<file path="config.mk">
export PLATFORM = sky130hd
export DESIGN_NAME = nntp_inspector_top
export DESIGN_NICKNAME = d
export VERILOG_FILES = /design/src/nids_pkg.sv /design/src/pattern_dfa.sv /design/src/stream_rule_counter.sv /design/src/packet_sequencer.sv /design/src/nntp_inspector_top.sv
export SDC_FILE = /design/constraint.sdc
export NUM_CORES = 1
export LEC_CHECK = 0
export ABC_AREA = 1
export BUFFER_PORTS_ARGS = -buffer_cell sky130_fd_sc_hd__buf_2
export CORE_UTILIZATION = 62
export DETAILED_ROUTE_END_ITERATION = 16
export PLACE_DENSITY_LB_ADDON = 0.1
export SLEW_MARGIN = 20
export SYNTH_ARGS = -nofsm -noshare
export SYNTH_HDL_FRONTEND = slang
export SYNTH_SLANG_ARGS = --single-unit
</file>
<file path="constraint.sdc">
create_clock -name clk -period 2.9 [get_ports clk]
set_clock_uncertainty 0.15 [all_clocks]
set_input_delay 0.29 -clock clk [delete_from_list [all_inputs] [get_ports clk]]
set_output_delay 0.29 -clock clk [all_outputs]
set_load 0.02 [all_outputs]
</file>
<file path="src/nids_pkg.sv">
package nids_pkg;

   // Payload byte width
   localparam int CHAR_W = 8;

   // Stream id width and the depth of each per-rule state memory
   localparam int STREAM_W    = 6;
   localparam int NUM_STREAMS = 64;

   // One enable bit per signature rule
   localparam int NUM_RULES = 2;

   // Matcher state holds a prefix length from 0 to PAT_LEN
   localparam int STATE_W = 3;
   localparam int PAT_LEN = 4;

   // Per-rule hit counters
   localparam int COUNT_W = 16;

   // Login command signatures, first character in the top byte
   // "USER"
   localparam logic [PAT_LEN*CHAR_W-1:0] PAT_USER = 32'h5553_4552;
   // "PASS"
   localparam logic [PAT_LEN*CHAR_W-1:0] PAT_PASS = 32'h5041_5353;

   // Packet sequencer FSM states
   typedef enum logic [2:0] {
      // Waiting for the first beat of a packet
      SEQ_IDLE,
      // Rule counters fetch the stream state
      SEQ_LOAD,
      // Matchers take the restored state
      SEQ_RESTORE,
      // Payload bytes accepted
      SEQ_SCAN,
      // Last accept strobe reaches the match flag
      SEQ_DRAIN,
      // Counters commit and state is saved
      SEQ_EOP
   } seq_state_t;

endpackage

</file>
<file path="src/pattern_dfa.sv">
`timescale 1ns/1ps

module pattern_dfa
   import nids_pkg::*;
#(
   parameter logic [PAT_LEN*CHAR_W-1:0] PATTERN = PAT_USER
)
(
   input  logic               clk,
   input  logic               rst_n,
   input  logic [CHAR_W-1:0]  char_in,
   input  logic               char_in_vld,
   input  logic [STATE_W-1:0] state_in,
   input  logic               state_in_vld,
   output logic [STATE_W-1:0] state_out,
   output logic               accept_out
);

   // Matched prefix length and the completion strobe
   logic [STATE_W-1:0] state_q;
   logic               accept_q;

   // Next-state helpers
   logic [STATE_W-1:0] base;
   logic [STATE_W-1:0] next_state;
   logic [CHAR_W-1:0]  expect_char;
   logic [CHAR_W-1:0]  first_char;

   // Top byte of the signature restarts a match
   assign first_char = PATTERN[PAT_LEN*CHAR_W-1 -: CHAR_W];

   always_comb
   begin
      // A full match continues as an empty prefix
      base = (state_q >= STATE_W'(PAT_LEN)) ? '0 : state_q;
      // Character that would extend the current prefix
      expect_char = PATTERN[(PAT_LEN - 1 - int'(base)) * CHAR_W +: CHAR_W];
      if (char_in == expect_char)
         next_state = base + 1'b1;
      else if (char_in == first_char)
         next_state = STATE_W'(1);
      else
         next_state = '0;
   end

   always_ff @(posedge clk)
   begin
      if (!rst_n)
      begin
         state_q  <= '0;
         accept_q <= 1'b0;
      end
      else
      begin
         // Accept is a single-cycle strobe
         accept_q <= 1'b0;
         // Restored state wins over a character on the same edge
         if (state_in_vld)
            state_q <= state_in;
         else if (char_in_vld)
         begin
            state_q  <= next_state;
            accept_q <= (next_state == STATE_W'(PAT_LEN));
         end
      end
   end

   assign state_out  = state_q;
   assign accept_out = accept_q;

   // Restored states come from the rule memory and must stay in range too
   a_state_range: assert property (@(posedge clk) disable iff (!rst_n)
      state_q <= STATE_W'(PAT_LEN));

endmodule

</file>
<file path="src/stream_rule_counter.sv">
`timescale 1ns/1ps

module stream_rule_counter
   import nids_pkg::*;
#(
   parameter logic [PAT_LEN*CHAR_W-1:0] PATTERN = PAT_USER
)
(
   input  logic                clk,
   input  logic                rst_n,
   input  logic [CHAR_W-1:0]   char_in,
   input  logic                char_in_vld,
   input  logic                eop,
   input  logic                load_state,
   input  logic                enable,
   input  logic [STREAM_W-1:0] stream_id,
   input  logic                new_stream_id,
   output logic [COUNT_W-1:0]  count,
   output logic                fired
);

   // Saved matcher state, one entry per stream
   logic [STATE_W-1:0] state_mem [NUM_STREAMS];

   // Staged restore toward the matcher
   logic [STATE_W-1:0] state_in;
   logic               state_in_vld;

   // Matcher results
   logic [STATE_W-1:0] state_out;
   logic               accept_out;

   // Set by any match inside the current packet
   logic               spec_match;

   assign fired = spec_match;

   // Restore strobe lands one cycle after load_state
   always_ff @(posedge clk)
   begin
      if (!rst_n)
         state_in_vld <= 1'b0;
      else
         state_in_vld <= load_state;
   end

   // New stream starts from an empty prefix, else pick up where it left off
   always_ff @(posedge clk)
   begin
      if (load_state)
      begin
         if (new_stream_id)
            state_in <= '0;
         else
            state_in <= state_mem[stream_id];
      end
   end

   // Save state at end of packet only when this rule ran on it
   always_ff @(posedge clk)
   begin
      if (eop && enable)
         state_mem[stream_id] <= state_out;
   end

   always_ff @(posedge clk)
   begin
      if (!rst_n)
      begin
         count      <= '0;
         spec_match <= 1'b0;
      end
      else
      begin
         // Flag is per packet
         if (load_state)
            spec_match <= 1'b0;
         else if (accept_out)
            spec_match <= 1'b1;
         else if (eop && !enable)
            spec_match <= 1'b0;
         // At most one hit per packet, however many matches it held
         if (eop && enable)
            count <= count + COUNT_W'(spec_match);
      end
   end

   pattern_dfa #(
      .PATTERN (PATTERN)
   ) u_dfa (
      .clk          (clk),
      .rst_n        (rst_n),
      .char_in      (char_in),
      .char_in_vld  (char_in_vld),
      .state_in     (state_in),
      .state_in_vld (state_in_vld),
      .state_out    (state_out),
      .accept_out   (accept_out)
   );

   // Load and commit belong to different phases of a packet
   a_load_eop_excl: assert property (@(posedge clk) disable iff (!rst_n)
      !(load_state && eop));

endmodule

</file>
<file path="src/packet_sequencer.sv">
`timescale 1ns/1ps

module packet_sequencer
   import nids_pkg::*;
(
   input  logic                 clk,
   input  logic                 rst_n,
   // Byte input, valid/ready
   input  logic                 in_valid,
   output logic                 in_ready,
   input  logic [CHAR_W-1:0]    in_data,
   input  logic                 in_last,
   input  logic [STREAM_W-1:0]  in_stream_id,
   input  logic                 in_new_stream,
   input  logic [NUM_RULES-1:0] in_enable,
   // Broadcast to the rule counters
   output logic [CHAR_W-1:0]    char_in,
   output logic                 char_in_vld,
   output logic                 load_state,
   output logic                 eop,
   output logic [STREAM_W-1:0]  stream_id,
   output logic                 new_stream_id,
   output logic [NUM_RULES-1:0] rule_enable,
   // Result strobe
   output logic                 verdict_valid
);

   seq_state_t state_q;
   seq_state_t state_d;

   // Packet context latched from the first beat
   logic [STREAM_W-1:0]  stream_id_q;
   logic                 new_stream_q;
   logic [NUM_RULES-1:0] enable_q;

   // Beat moves on this edge
   logic                 beat;

   assign in_ready = (state_q == SEQ_SCAN);
   assign beat     = in_valid && in_ready;

   // Bytes go straight to the matchers
   assign char_in     = in_data;
   assign char_in_vld = beat;

   // Phase strobes decoded from the state register
   assign load_state = (state_q == SEQ_LOAD);
   assign eop        = (state_q == SEQ_EOP);

   assign stream_id     = stream_id_q;
   assign new_stream_id = new_stream_q;
   assign rule_enable   = enable_q;

   always_comb
   begin
      state_d = state_q;
      unique case (state_q)
         SEQ_IDLE:
            if (in_valid)
               state_d = SEQ_LOAD;
         SEQ_LOAD:
            state_d = SEQ_RESTORE;
         SEQ_RESTORE:
            state_d = SEQ_SCAN;
         SEQ_SCAN:
            // Gaps in in_valid just stretch the scan
            if (beat && in_last)
               state_d = SEQ_DRAIN;
         SEQ_DRAIN:
            state_d = SEQ_EOP;
         SEQ_EOP:
            state_d = SEQ_IDLE;
         default:
            state_d = SEQ_IDLE;
      endcase
   end

   always_ff @(posedge clk)
   begin
      if (!rst_n)
      begin
         state_q       <= SEQ_IDLE;
         verdict_valid <= 1'b0;
      end
      else
      begin
         state_q       <= state_d;
         // Counts and flags are settled one cycle after eop
         verdict_valid <= (state_q == SEQ_EOP);
      end
   end

   // Source holds these for the whole packet, so grab them on the way out of idle
   always_ff @(posedge clk)
   begin
      if (state_q == SEQ_IDLE && in_valid)
      begin
         stream_id_q  <= in_stream_id;
         new_stream_q <= in_new_stream;
         enable_q     <= in_enable;
      end
   end

   // Ready opens only once the load and restore cycles have passed
   a_ready_after_restore: assert property (@(posedge clk) disable iff (!rst_n)
      $rose(in_ready) |-> $past(load_state, 2));

   // Drain cycle sits between the last byte and the commit
   a_eop_after_last: assert property (@(posedge clk) disable iff (!rst_n)
      (beat && in_last) |-> ##2 eop);

endmodule

</file>
<file path="src/nntp_inspector_top.sv">
`timescale 1ns/1ps

module nntp_inspector_top
   import nids_pkg::*;
(
   input  logic                 clk,
   input  logic                 rst_n,
   // Byte input
   input  logic                 in_valid,
   output logic                 in_ready,
   input  logic [CHAR_W-1:0]    in_data,
   input  logic                 in_last,
   input  logic [STREAM_W-1:0]  in_stream_id,
   input  logic                 in_new_stream,
   input  logic [NUM_RULES-1:0] in_enable,
   // Per-packet results
   output logic                 verdict_valid,
   output logic                 user_fired,
   output logic                 pass_fired,
   output logic [COUNT_W-1:0]   user_count,
   output logic [COUNT_W-1:0]   pass_count
);

   // Sequencer broadcast
   logic [CHAR_W-1:0]    char_in;
   logic                 char_in_vld;
   logic                 load_state;
   logic                 eop;
   logic [STREAM_W-1:0]  stream_id;
   logic                 new_stream_id;
   logic [NUM_RULES-1:0] rule_enable;

   packet_sequencer u_sequencer (
      .clk           (clk),
      .rst_n         (rst_n),
      .in_valid      (in_valid),
      .in_ready      (in_ready),
      .in_data       (in_data),
      .in_last       (in_last),
      .in_stream_id  (in_stream_id),
      .in_new_stream (in_new_stream),
      .in_enable     (in_enable),
      .char_in       (char_in),
      .char_in_vld   (char_in_vld),
      .load_state    (load_state),
      .eop           (eop),
      .stream_id     (stream_id),
      .new_stream_id (new_stream_id),
      .rule_enable   (rule_enable),
      .verdict_valid (verdict_valid)
   );

   // Enable bit 0 selects the USER rule
   stream_rule_counter #(
      .PATTERN (PAT_USER)
   ) u_rule_user (
      .clk           (clk),
      .rst_n         (rst_n),
      .char_in       (char_in),
      .char_in_vld   (char_in_vld),
      .eop           (eop),
      .load_state    (load_state),
      .enable        (rule_enable[0]),
      .stream_id     (stream_id),
      .new_stream_id (new_stream_id),
      .count         (user_count),
      .fired         (user_fired)
   );

   // Enable bit 1 selects the PASS rule
   stream_rule_counter #(
      .PATTERN (PAT_PASS)
   ) u_rule_pass (
      .clk           (clk),
      .rst_n         (rst_n),
      .char_in       (char_in),
      .char_in_vld   (char_in_vld),
      .eop           (eop),
      .load_state    (load_state),
      .enable        (rule_enable[1]),
      .stream_id     (stream_id),
      .new_stream_id (new_stream_id),
      .count         (pass_count),
      .fired         (pass_fired)
   );

endmodule

</file>
Word-level counts from Yosys, hierarchy flattened --
Memories as Yosys holds them, arrays and structs flattened. A register that Yosys moved wholly into a read port is not among the register bits. Cells that the tools add are included.
Operators by class: add/subtract/negate cells 6, magnitude comparators 2, equality and inequality tests 13, shift operators 2, mux-type cells 21, bitwise logic cells 2, reductions and logical operators 16
Operators by type and width (count):
- 32-bit by 7-bit variable part select with 8-bit output (first input constant) | 2
- 16-bit by 1-bit adder with 16-bit output | 2
- 3-bit 2-to-1 mux | 10
- 8-bit by 7-bit equality test with 1-bit output (second input constant) | 2
- 8-bit equality test | 2
- 3-bit case mux with 5 select lines | 1
- 3-bit equality test (second input constant) | 4
- 1-bit 2-to-1 mux | 10
- 2-bit by 3-bit subtractor with 4-bit output (first input constant) | 2
- 1-bit logical AND | 7
- 3-bit by 1-bit adder with 3-bit output (second input constant) | 2
- 3-bit by 2-bit equality test with 1-bit output (second input constant) | 2
- 3-bit greater-or-equal comparator (second input constant) | 2
- 2-bit nonzero test | 3
- 2-bit inequality test (second input constant) | 2
- 3-bit by 1-bit equality test with 1-bit output (second input constant) | 1
- 3-bit zero test | 1
- 3-bit OR reduction | 1
- 1-bit zero test | 2
- 1-bit NOT | 2
- 2-bit AND reduction | 1
- 2-bit OR reduction | 1
Word-level totals: flip-flop bits (word level) 56, bits in writable memories 384, input bits 21, output and inout bits 36, memories 2
Memories:
- u_rule_pass.state_mem | words 64, bits a word 3, rd ports 1, clocked after Yosys merged registers in 1, write ports 1, line stream_rule_counter.sv:23 | logic [STATE_W-1:0] state_mem [NUM_STREAMS];
- u_rule_user.state_mem | words 64, bits a word 3, rd ports 1, clocked after Yosys merged registers in 1, write ports 1, line stream_rule_counter.sv:23

Logic depth before layout (Yosys ltp) --
Gate-level depths: netlist (run 1).
depth after elaboration 8, depth in mapped cells 14

Modules after synthesis --
A second synthesis (run 1) with hierarchy kept.
Second synthesis, totals: cell total of the unflattened synthesis 2084, area total of the unflattened synthesis 20134.3 um2
Modules (own cells, without submodules):
- stream_rule_counter at u_rule_user | instances 1, cells an instance 960, area an instance 9430.3 um2, seq. area each 6216.0 um2
- stream_rule_counter at u_rule_pass | instances 1, cells an instance 965, area an instance 9429.0 um2, seq. area each 6216.0 um2
- packet_sequencer | instances 1, cells an instance 51, area an instance 549.3 um2, seq. area each 350.3 um2
- pattern_dfa at u_rule_user.u_dfa | instances 1, cells an instance 62, area an instance 402.9 um2, seq. area each 80.1 um2
- pattern_dfa at u_rule_pass.u_dfa | instances 1, cells an instance 46, area an instance 322.8 um2, seq. area each 80.1 um2

Worst setup path after synthesis (run 1) --
OpenSTA, ideal clock, no wires.
kind register to register, start register u_rule_user.u_dfa.state_q[2] (netlist: u_rule_user.u_dfa.state_out[2]), end register u_rule_user.u_dfa.state_q[0] (netlist: u_rule_user.u_dfa.state_out[0]), setup time 70 ps, arrival 2143 ps, data required time 2680 ps, slack 537 ps, cell stages (with the launch flop) 10, cells stage by stage dfxtp_1 inv_1 nand2_1 inv_1 ha_1 xor2_1 nand2_1 nand2_1 nand3_1 a21oi_1
On the way: cells in the longest elaborated chain, start to end 8
Ends and longest elaborated chain:
- start, declared | line pattern_dfa.sv:20 | logic [STATE_W-1:0] state_q;
- start signal, assigned | line pattern_dfa.sv:59 | state_q <= state_in;
- start signal, assigned | line pattern_dfa.sv:62 | state_q <= next_state;
- 3-bit greater-or-equal comparator | line pattern_dfa.sv:35 | base = (state_q >= STATE_W'(PAT_LEN)) ? '0 : state_q;
- 3-bit 2-to-1 mux * | line pattern_dfa.sv:35
- 2-bit by 3-bit subtractor with 4-bit output | line pattern_dfa.sv:37 | expect_char = PATTERN[(PAT_LEN - 1 - int'(base)) * CHAR_W +: CHAR_W];
- 32-bit by 7-bit variable part select with 8-bit output | line pattern_dfa.sv:37
- 8-bit equality test | line pattern_dfa.sv:38 | if (char_in == expect_char)
- 3-bit 2-to-1 mux * | line pattern_dfa.sv:38
- 3-bit 2-to-1 mux * | line pattern_dfa.sv:60 | else if (char_in_vld)
- 3-bit 2-to-1 mux * | line pattern_dfa.sv:58 | if (state_in_vld)
Mark *: on every way between the ends. The rest lies on a longest branch, timed or not. The select of a mux whose other input is x is not followed. A chain may end at the register's enable or synchronous reset.

==> results of run 1 <==
-- layout by cell type, fill, tap and decap left out, drive strengths merged --
cell type	n
nand2	1161
edfxtp	399
nor3	153
buf	109
inv	72
clkbuf	61
nor2	60
dfxtp	47
a21oi	37
o21ai	27
nand3	26
clkinv	17
dlygate4sd3	11
nand4	10
ha	7
xor2	3
nor3b	3
xnor2	2
o21a	2
a211oi	2
and3	2
o22ai	1
a31oi	1
a31o	1
o21bai	1
or2	1
o2111a	1
-- worst paths after layout --
path,start,slack (ns),to,cells after the start
min,in_data[0],0.03,u_rule_user.u_dfa.state_out[2],4
max,u_sequencer.stream_id[0],0.44,u_rule_pass.state_in[2],12
max reg2reg,u_sequencer.stream_id[0],0.44,u_rule_pass.state_in[2],12
min reg2reg,u_rule_pass.u_dfa.accept_out,0.29,u_rule_pass.fired,2
-- critical path: cells and delay by family (launching register included) --
family	cells	cell delay (ns)
buffers and inverters	2	0.74
and+or+nand+nor	9	0.73
DFF	1	0.47
AOI/OAI and AO/OA	1	0.15
-- Yosys cell counts, types with 2 or more instances --
library cell and number:
nand4_1 10, nor2_1 51, dfxtp_1 47, a21oi_1 36, nand3_2 4, nor3_2 9, nor2_4 6, inv_2 13
nor3_4 3, buf_2 46, and3_1 2, nand2_2 3, o21ai_0 26, nand3_1 20, o21a_1 2, nor3b_1 2
edfxtp_1 399, clkbuf_1 29, nand3_4 2, nor2_2 2, nand2_1 1155, buf_4 18, xnor2_1 2, buf_1 18
nor3_1 141, inv_1 56, nand2_4 3, a211oi_1 2, xor2_1 3, ha_1 7
-- cells by family (layout without fill, tap and decap cells) --
logic type | Yosys count | count (layout) | synth area share, %
AOI/OAI and AO/OA | 73 | 73 | 1.96
and+or+nand+nor | 1416 | 1416 | 28.9
buffers and inverters | 182 | 270 | 4.03
adders and majority gates | 7 | 7 | 0.436
xor gates and xnor gates | 5 | 5 | 0.218
DFF | 446 | 446 | 64.4
-- per-stage QoR --
stage,hold slack (ns),util [%],setup slack [ns],instances
detailed placement,0.275,65.7,0.492,2529
global placement,0.273,65.7,0.522,2529
global route,0.0433,70.1,0.274,2619
finish,0.0329,70.1,0.441,2619
floorplan,0.239,-,0.537,2129
CTS,0.0223,70.1,0.475,2619
-- layer usage --
| layer | track usage, % | up-vias | part of all wire [%] | routed length (µm) |
|---|---|---|---|---|
| met5 | 0 | - | 0 | 0 |
| met4 | 8.34 | 0 | 2.4 | 1110 |
| met3 | 3.95 | 86 | 8.5 | 3980 |
| met2 | 48.6 | 598 | 47 | 22100 |
| met1 | 39.7 | 6816 | 42 | 19500 |
| li1 | - | 7095 | - | - |
-- state kept, by name (all words and copies together), names as in the netlist --
name                          flops
u_rule_pass.count                16
u_rule_pass.fired                 1
u_rule_pass.state_in              3
u_rule_pass.state_in_vld          1
u_rule_pass.state_mem           192
u_rule_pass.u_dfa.accept_out      1
u_rule_pass.u_dfa.state_out       3
u_rule_user.count                16
u_rule_user.fired                 1
u_rule_user.state_in              3
u_rule_user.state_mem           192
u_rule_user.u_dfa.accept_out      1
u_rule_user.u_dfa.state_out       3
u_sequencer.new_stream_id         1
u_sequencer.rule_enable           2
u_sequencer.state_q               3
u_sequencer.stream_id             6
u_sequencer.verdict_valid         1
-- report_power, final --
group / leakage [nW] / internal, mW / switching (mW)
clock network: 0.623 / 2.87 / 2.28
logic: 4.56 / 0.402 / 1.13
registers: 4.07 / 7.09 / 0.0531
total: 9.25 / 10.4 / 3.46
-- layout make-up --
cell class | count | area, µm² | area share, %
clock inverters | 18 | 86.3 | 0.388
inverters | 71 | 272 | 1.22
multi-input cells | 1501 | 6340 | 28.5
well taps | 402 | 503 | 2.26
clock buffers | 61 | 1200 | 5.38
flip-flops and latches | 446 | 12900 | 58.2
repair buffers | 120 | 901 | 4.05
-- timing repair --
action | CTS | global route
endpoints found under the hold margin | 10 | 0
hold buffers | 11 | 0
setup endpoints to repair | 0 | 0
==> metrics.md, run 1 <==
| Metric | Value |
|---|---|
| Status | `finished, final reports clean` |
| I/O Pins | `57` |
| Syn nets | `~2200` |
| Maximum net fanout on the critical path | `98` |
| Gr usage total | `28.9%` |
| Post-Syn Area | `around 20000 µm²` |
| Minimum clock period | `about 2.5 ns` |
| Horiz. Die Dim | `182 µm` |
| Dominant cells by area after synthesis | `edfxtp_1 60%, nand2_1 22%, dfxtp_1 4.7%, nor3_1 3.5%, buf_2 1.1%` |
| Clk Latency, worst-skew pair | `about 0.55 ns` |
| FP Rows | `65` |
| Worst hold path class | `input port to flip-flop` |
| RSZ-0062 raised after global routing | `false` |
| Final WL | `around 47000 µm` |
| Antenna viol nets, final | `0` |
| Fill count | `about 2500` |
| Max Clk Rate | `0.407 GHz` |
| Worst EP arrival | `between 2 and 3 ns` |
| Power density over the cells | `around 620 nW/µm²` |
| Seq/Total Area, Yosys | `between 60% and 70%` |
| Predominant post-synthesis flop cell | `edfxtp_1` |
| Vias in the first global route | `roughly 14000` |
| Critical path required time | `around 3.1 ns` |
| Critical Path Start Type | `flip-flop` |
| # Post-CTS Setup Buffers | `0` |
| Final Net Count | `2212` |
| Synth Register Bits | `446` |
| Max-slew headroom | `a little over two fifths` |
| Largest stage delay on the critical path | `0.47 ns` |
| Crit path top cell by count | `nand2_1` |
| Detailed Place HPWL | `around 28000 µm` |
| Area of the core | `around 32000 µm²` |
| Vias per inst | `between 5 and 6` |
| Sink Count | `around 450` |
| Setup TNS | `0 ns` |
| Post-CTS sizing | `0` |
| Largest net degree at the start of global routing | `a little under 100` |
| Clk slew on worst S/H paths | `0.06 ns` |
| Post-DP Area | `20800 µm²` |
| PortBufs | `56` |
| LEAKAGE | `9.25 nW` |
| Total Power | `around 14 mW` |
| Antenna fix cells | `0` |
| Routed wire per std cell | `roughly 18 µm` |
| GP Congestion | `~0.85` |
| Die height | `~180 µm` |
| Fraction of layout cells with a size suffix above 1 | `approximately a tenth` |
| Total CTS buffers | `between 40 and 50` |
| Maxcap violations | `0` |
| Tightest Pin Transition | `0.857 ns` |
| First-pass GRT wire length | `~74000 µm` |
| Max Slew Vio Count | `0` |
| H-tree depth | `2` |
| Synth cell types | `42` |
| GRT overflow | `0` |
| Worst path slowest cell | `edfxtp_1` |
| Longest Clk Path Bufs | `3` |
| CTS tree | `done` |
| Initial antenna violation count | `0` |
| Worst Path Class, Setup | `flip-flop to flip-flop` |
| Avg Synthesized Cell Area | `around 9.4 µm²` |
| Area leader, netlist | `edfxtp_1` |
| Final Hold Fails | `0` |
| Top-area cell type share of the netlist area | `between 50% and 60%` |
| Via count | `~15000` |
| Full die area | `between 30000 and 40000 µm²` |
| Synth warn | `0` |
| Syn Inst Count | `approximately 2100` |
| Peak supply drop | `about 640 µV` |
| Area Overhead vs Synth | `10.8%` |
| First-pass iteration count of the detailed router | `5` |
| Drt first-iter violations | `approximately 1300` |
| Final Cell Area | `22200 µm²` |
| Post-route DRC violation count | `0` |
| Setup violators final | `0` |
| Clock root buffer master | `clkbuf_16` |
| Share of async-settable or async-resettable flops after synthesis | `0%` |
| Critical-path cell list | `buf_12 -> buf_4 -> nand2_1 -> nand2_1 -> nand2_1 -> nand2_1 -> nand2_1 -> nand2_1 -> nand2_1 -> nand2_1 -> nor2_1 -> a21oi_1` |
| Crit end category | `flip-flop` |
| EDFF count, synth | `between 300 and 400` |
| Initial Utilization | `~63%` |
| Fin crit share | `a little over four fifths` |
(Power assumes the default switching activity.)
==> run 2, diff against run 1 <==
==> constraint.sdc (replaced) <==
create_clock -name clk -period 2.4 [get_ports clk]
set_clock_uncertainty 0.15 [all_clocks]
set_input_delay 0.24 -clock clk [delete_from_list [all_inputs] [get_ports clk]]
set_output_delay 0.24 -clock clk [all_outputs]
set_load 0.02 [all_outputs]
==> metrics.md, run 2 (synthesized netlist as in run 1, its figures left out) <==
| Metric | Value |
|---|---|
| Status | `finished, final reports clean` |
| Gr usage total | `29.8% (+0.81 points)` |
| Crit end category | `flip-flop` |
| Final WL | `47700 µm (+2.2%)` |
| First-pass iteration count of the detailed router | `7 (+2)` |
| Tightest Pin Transition | `0.755 ns (-0.102 ns)` |
| Max Clk Rate | `0.441 GHz (+8.5%)` |
| Initial Utilization | `63.3% (unchanged)` |
| DP Cell Count | `2538 (+0.36%)` |
| Post-DP Area | `20900 µm² (+0.38%)` |
| Biggest regs | `u_rule_pass.state_mem: 192 flops, u_rule_user.state_mem: 192 flops` |
| Power density over the cells | `758 nW/µm² (+22%)` |
| Setup violators final | `0 (unchanged)` |
| Drt first-iter violations | `1403 (+6.9%)` |
| Worst Path Class, Setup | `flip-flop to flip-flop` |
| Sink Count | `446 (unchanged)` |
| Initial antenna violation count | `0 (unchanged)` |
| PnR worst setup slack | `0.134 ns (-0.307 ns)` |
| Vias in the first global route | `14400 (+2.0%)` |
| Final core occ | `70.7% (+0.58 points)` |
| Total CTS buffers | `45 (+2.3%)` |
| Final Hold Fails | `0 (unchanged)` |
| H-tree depth | `2 (unchanged)` |
| Critical Path Start Type | `flip-flop` |
| I/O Pins | `57 (unchanged)` |
| FP Rows | `65 (unchanged)` |
| Antenna viol nets, final | `0 (unchanged)` |
| Area Overhead vs Synth | `11.7%` |
| Max-slew headroom | `49.7% (+6.8 points)` |
| PortBufs | `56 (unchanged)` |
| Via count | `14700 (+0.81%)` |
| Minimum clock period | `2.27 ns (-0.193 ns)` |
| Commonest cells after routing, fill and taps aside | `1155 x nand2_1, 399 x edfxtp_1, 140 x nor3_1` |
| Die height | `182 µm (unchanged)` |
| Worst hold path class | `input port to flip-flop` |
| Post-route DRC violation count | `0 (unchanged)` |
| First-pass GRT wire length | `75700 µm (+2.3%)` |
| RSZ-0062 raised after global routing | `false` |
| CTS tree | `done` |
| Hold Slack | `0.0189 ns (-0.0140 ns)` |
| GRT overflow | `0 (unchanged)` |
| Horiz. Die Dim | `182 µm (unchanged)` |
| Commonest non-fill, non-tap cell in the layout | `nand2_1` |
| Maximum net fanout on the critical path | `73 (-26%)` |
| Clk Latency, worst-skew pair | `0.55 ns (about the same)` |
| Total Power | `17.0 mW (+23%)` |
| Vias per inst | `5.58 (+0.20%)` |
| Setup TNS | `0 ns (unchanged)` |
| Area of the core | `31700 µm² (unchanged)` |
| Detailed Place HPWL | `29100 µm (+2.5%)` |
| Fraction of layout cells with a size suffix above 1 | `10.4% (+0.56 points)` |
| Final Cell Area | `22400 µm² (+0.83%)` |
| Critical path required time | `2.43 ns (-0.70 ns)` |
| Final Net Count | `2226 (+0.63%)` |
| Clk slew on worst S/H paths | `0.06 ns (about the same)` |
| Largest net degree at the start of global routing | `103 (+4.0%)` |
| Non-Filler Instances | `2635 (+0.61%)` |
| Peak supply drop | `569 µV (-11%)` |
| Worst EP arrival | `2.30 ns (-0.39 ns)` |
| Routed wire per std cell | `18.1 µm (+1.6%)` |
| Fin crit share | `94.4% (+9.6 points)` |
| GP Congestion | `0.854 (+0.99%)` |
| Full die area | `33100 µm² (unchanged)` |
| Maxcap violations | `0 (unchanged)` |
| LEAKAGE | `9.35 nW (+1.1%)` |
| Max Slew Vio Count | `0 (unchanged)` |
| Pre-CTS setup slack | `0.114 ns (-0.378 ns)` |
| Longest Clk Path Bufs | `3 (unchanged)` |
| Antenna fix cells | `0 (unchanged)` |
| Clock root buffer master | `clkbuf_16` |
| Fill count | `2411 (-3.1%)` |
## run 2: where the power goes
| group | internal [mW] | switching [mW] | total [mW] |
|---|---|---|---|
| Combinational | 0.515 | 1.38 | 1.89 |
| Clock | 3.67 | 2.78 | 6.45 |
| Sequential | 8.57 | 0.0677 | 8.63 |
## run 2: final cells by class
cell class                 instances  area [µm²]  share of cell area (%)
inverter                          71         274                    1.22
timing repair buffer             133        1020                    4.56
tap                              402         503                    2.24
clock inverter                    19         118                   0.525
sequential                       446       12900                    57.7
multi-input combinational       1501        6340                    28.3
clock buffer                      63        1230                    5.47
## run 2: timing repair
| item | 4_1_cts | 5_1_grt |
|---|---|---|
| hold buffers | 15 | 0 |
| buffers inserted | 0 | 0 |
| hold endpoints to repair | 17 | 0 |
| gates resized for setup | 0 | 1 |
| setup endpoints to repair | 0 | 5 |
## run 2: critical path: stages, from the launching register on
cell and delay (ns):
dfxtp_1 0.49, nand3_4 0.18, nor2_8 0.19, inv_2 0.07
buf_12 0.18, nor3_1 0.55
## run 2: metal layers
metal / track usage, % / wire length (µm) / up-vias
li1: - / - / 7125
met1: 40.0 / 19700 / 6901
met2: 48.3 / 22000 / 573
met3: 5.74 / 4280 / 114
met4: 11.4 / 1670 / 0
met5: 0 / 0 / -
## run 2: path summary, 6_finish.rpt
path | slack (ns) | cells past startpoint | endpoint | start
setup / recovery | 0.13 | 5 | u_rule_pass.state_mem[60][2] | u_sequencer.state_q[2]
hold / removal | 0.02 | 6 | u_rule_pass.u_dfa.state_out[0] | in_data[7]
setup reg to reg | 0.13 | 5 | u_rule_pass.state_mem[60][2] | u_sequencer.state_q[2]
hold reg to reg | 0.29 | 2 | u_rule_pass.fired | u_rule_pass.u_dfa.accept_out
==> run 3, diff against run 2 <==
--- a/config.mk
+++ b/config.mk
@@ -10,6 +10,7 @@
 export CORE_UTILIZATION = 62
 export DETAILED_ROUTE_END_ITERATION = 16
 export PLACE_DENSITY_LB_ADDON = 0.1
+export RECOVER_POWER = 100
 export SLEW_MARGIN = 20
 export SYNTH_ARGS = -nofsm -noshare
 export SYNTH_HDL_FRONTEND = slang
==> metrics.md, run 3 (synthesized netlist as in run 1, its figures left out) <==
| Metric | Value |
|---|---|
| Fraction of layout cells with a size suffix above 1 | `7.52% (-2.9 points)` |
| Post-DP Area | `20900 µm² (unchanged)` |
| Commonest cells after routing, fill and taps aside | `1158 x nand2_1, 399 x edfxtp_1, 143 x nor3_1` |
| Routed wire per std cell | `18.1 µm (about the same)` |
| Crit end category | `flip-flop` |
| LEAKAGE | `9.09 nW (-2.7%)` |
| Fin crit share | `97.8% (+3.4 points)` |
| Clk Latency, worst-skew pair | `0.55 ns (about the same)` |
| Vias per inst | `5.58 (about the same)` |
| GRT overflow | `0 (unchanged)` |
| First-pass GRT wire length | `75700 µm (unchanged)` |
| Critical Path Start Type | `flip-flop` |
| Pre-CTS setup slack | `0.114 ns (unchanged)` |
| Peak supply drop | `570 µV (+0.22%)` |
| Final Cell Area | `22200 µm² (-0.90%)` |
| # Post-CTS Setup Buffers | `0 (unchanged)` |
| PnR worst setup slack | `0.0522 ns (-0.0815 ns)` |
| Fill count | `2472 (+2.5%)` |
| CTS tree | `done` |
| Total Power | `17.0 mW (-0.11%)` |
| Minimum clock period | `2.35 ns (+0.0815 ns)` |
| Antenna viol nets, final | `0 (unchanged)` |
| Commonest non-fill, non-tap cell in the layout | `nand2_1` |
| Clk slew on worst S/H paths | `0.06 ns (about the same)` |
| Full die area | `33100 µm² (unchanged)` |
| Worst Path Class, Setup | `flip-flop to flip-flop` |
| Initial antenna violation count | `0 (unchanged)` |
| Reg2Reg Setup Slack | `0.05 ns (-0.08 ns)` |
| Maxcap violations | `0 (unchanged)` |
| Largest net degree at the start of global routing | `103 (unchanged)` |
| Drt first-iter violations | `1486 (+5.9%)` |
| Vias in the first global route | `14400 (unchanged)` |
| Post-route DRC violation count | `0 (unchanged)` |
| Max-slew headroom | `3.37% (-46 points)` |
| Maximum net fanout on the critical path | `35 (-52%)` |
| Cells on worst reg2reg path | `5 (unchanged)` |
| Worst EP arrival | `2.37 ns (+0.07 ns)` |
| Worst hold path class | `input port to flip-flop` |
| Hold wc startpoint | `in_data[3]` |
| Worst Setup SP | `u_sequencer.stream_id[0]` |
| Setup TNS | `0 ns (unchanged)` |
| Final WL | `47800 µm (+0.12%)` |
| Max Slew Vio Count | `0 (unchanged)` |
| CP Capture Point | `u_rule_pass.state_mem[22][2]` |
| Critical R2R Launch | `u_sequencer.stream_id[0]` |
| Die height | `182 µm (unchanged)` |
| Sink Count | `446 (unchanged)` |
| GP Congestion | `0.854 (unchanged)` |
| RR Endpoint | `u_rule_pass.state_mem[22][2]` |
| Horiz. Die Dim | `182 µm (unchanged)` |
| Biggest regs | `u_rule_pass.state_mem: 192 flops, u_rule_user.state_mem: 192 flops` |
| Setup violators final | `0 (unchanged)` |
| Area of the core | `31700 µm² (unchanged)` |
| H-tree depth | `2 (unchanged)` |
| FP Rows | `65 (unchanged)` |
| Clock root buffer master | `clkbuf_16` |
| First-pass iteration count of the detailed router | `5 (-2)` |
| Via count | `14700 (-0.0068%)` |
| PortBufs | `56 (unchanged)` |
| Final Hold Fails | `0 (unchanged)` |
| Power density over the cells | `764 nW/µm² (+0.80%)` |
| Final Net Count | `2226 (unchanged)` |
| Detailed Place HPWL | `29100 µm (unchanged)` |
| Critical path required time | `2.42 ns (about the same)` |
| Initial Utilization | `63.3% (unchanged)` |
| Gr usage total | `29.8% (unchanged)` |
| Max Clk Rate | `0.426 GHz (-3.5%)` |
| Total CTS buffers | `45 (unchanged)` |
| Status | `finished, final reports clean` |
| I/O Pins | `57 (unchanged)` |
| Tightest Pin Transition | `1.45 ns (+0.695 ns)` |
| Final core occ | `70.0% (-0.64 points)` |
| Area Overhead vs Synth | `10.7%` |
| Longest Clk Path Bufs | `3 (unchanged)` |
| RSZ-0062 raised after global routing | `false` |
==> run 3: critical path, cell delays in order (launching register included) <==
cell and delay [ns]:
edfxtp_1 0.43, buf_4 0.19, inv_8 0.22, nand3_2 0.10, clkbuf_2 0.35, nor3_1 0.52
==> run 3: stage by stage <==
stage,hold WS [ns],instances
3_3_place_gp,0.270,2538
2_1_floorplan,0.189,2129
3_5_place_dp,0.272,2538
5_1_grt,0.0641,2635
4_1_cts,0.000683,2635
6_report,0.0176,2636
==> run 3: cell type report <==
type,instances,area [µm²],share of cell area (%)
Clock inverter,19,118,0.530
Timing Repair Buffer,133,918,4.14
Clock buffer,63,1230,5.52
Inverter,71,274,1.23
Multi-Input combinational cell,1501,6240,28.1
Antenna cell,1,2.50,0.0113
Tap cell,402,503,2.26
Sequential cell,446,12900,58.2
==> run 3: worst min path at each step <==
stage | endpoint | slack, ns | depth (start not counted)
after global placement | u_sequencer.rule_enable[1] | 0.27 | 1
final | u_rule_user.u_dfa.state_out[0] | 0.02 | 6
after detailed placement | u_sequencer.rule_enable[0] | 0.27 | 1
after global routing | u_rule_pass.u_dfa.state_out[0] | 0.06 | 6
after CTS | u_rule_user.u_dfa.state_out[0] | 0.0007 | 6
after floorplan | u_sequencer.new_stream_id | 0.19 | 0
==> run 3: power by group <==
group          leakage (nW)  switching [mW]  internal, mW
sequential             4.07          0.0671          8.57
combinational          4.37            1.37         0.493
clock                 0.654            2.78          3.67
total                  9.09            4.22          12.7
==> run 3: metal layers <==
layer	share of wire [%]	up-vias	GRT usage, %
li1	-	7124	-
met1	41	6891	40.0
met2	46	581	48.3
met3	8.9	116	5.74
met4	3.5	0	11.4
met5	0	-	0
==> run 3: repair_timing <==
| item | in CTS | in global routing |
|---|---|---|
| endpoints found under the hold margin | 17 | 0 |
| setup endpoints to repair | 0 | 5 |
| hold buffers | 15 | 0 |
| gates resized for setup | 0 | 1 |
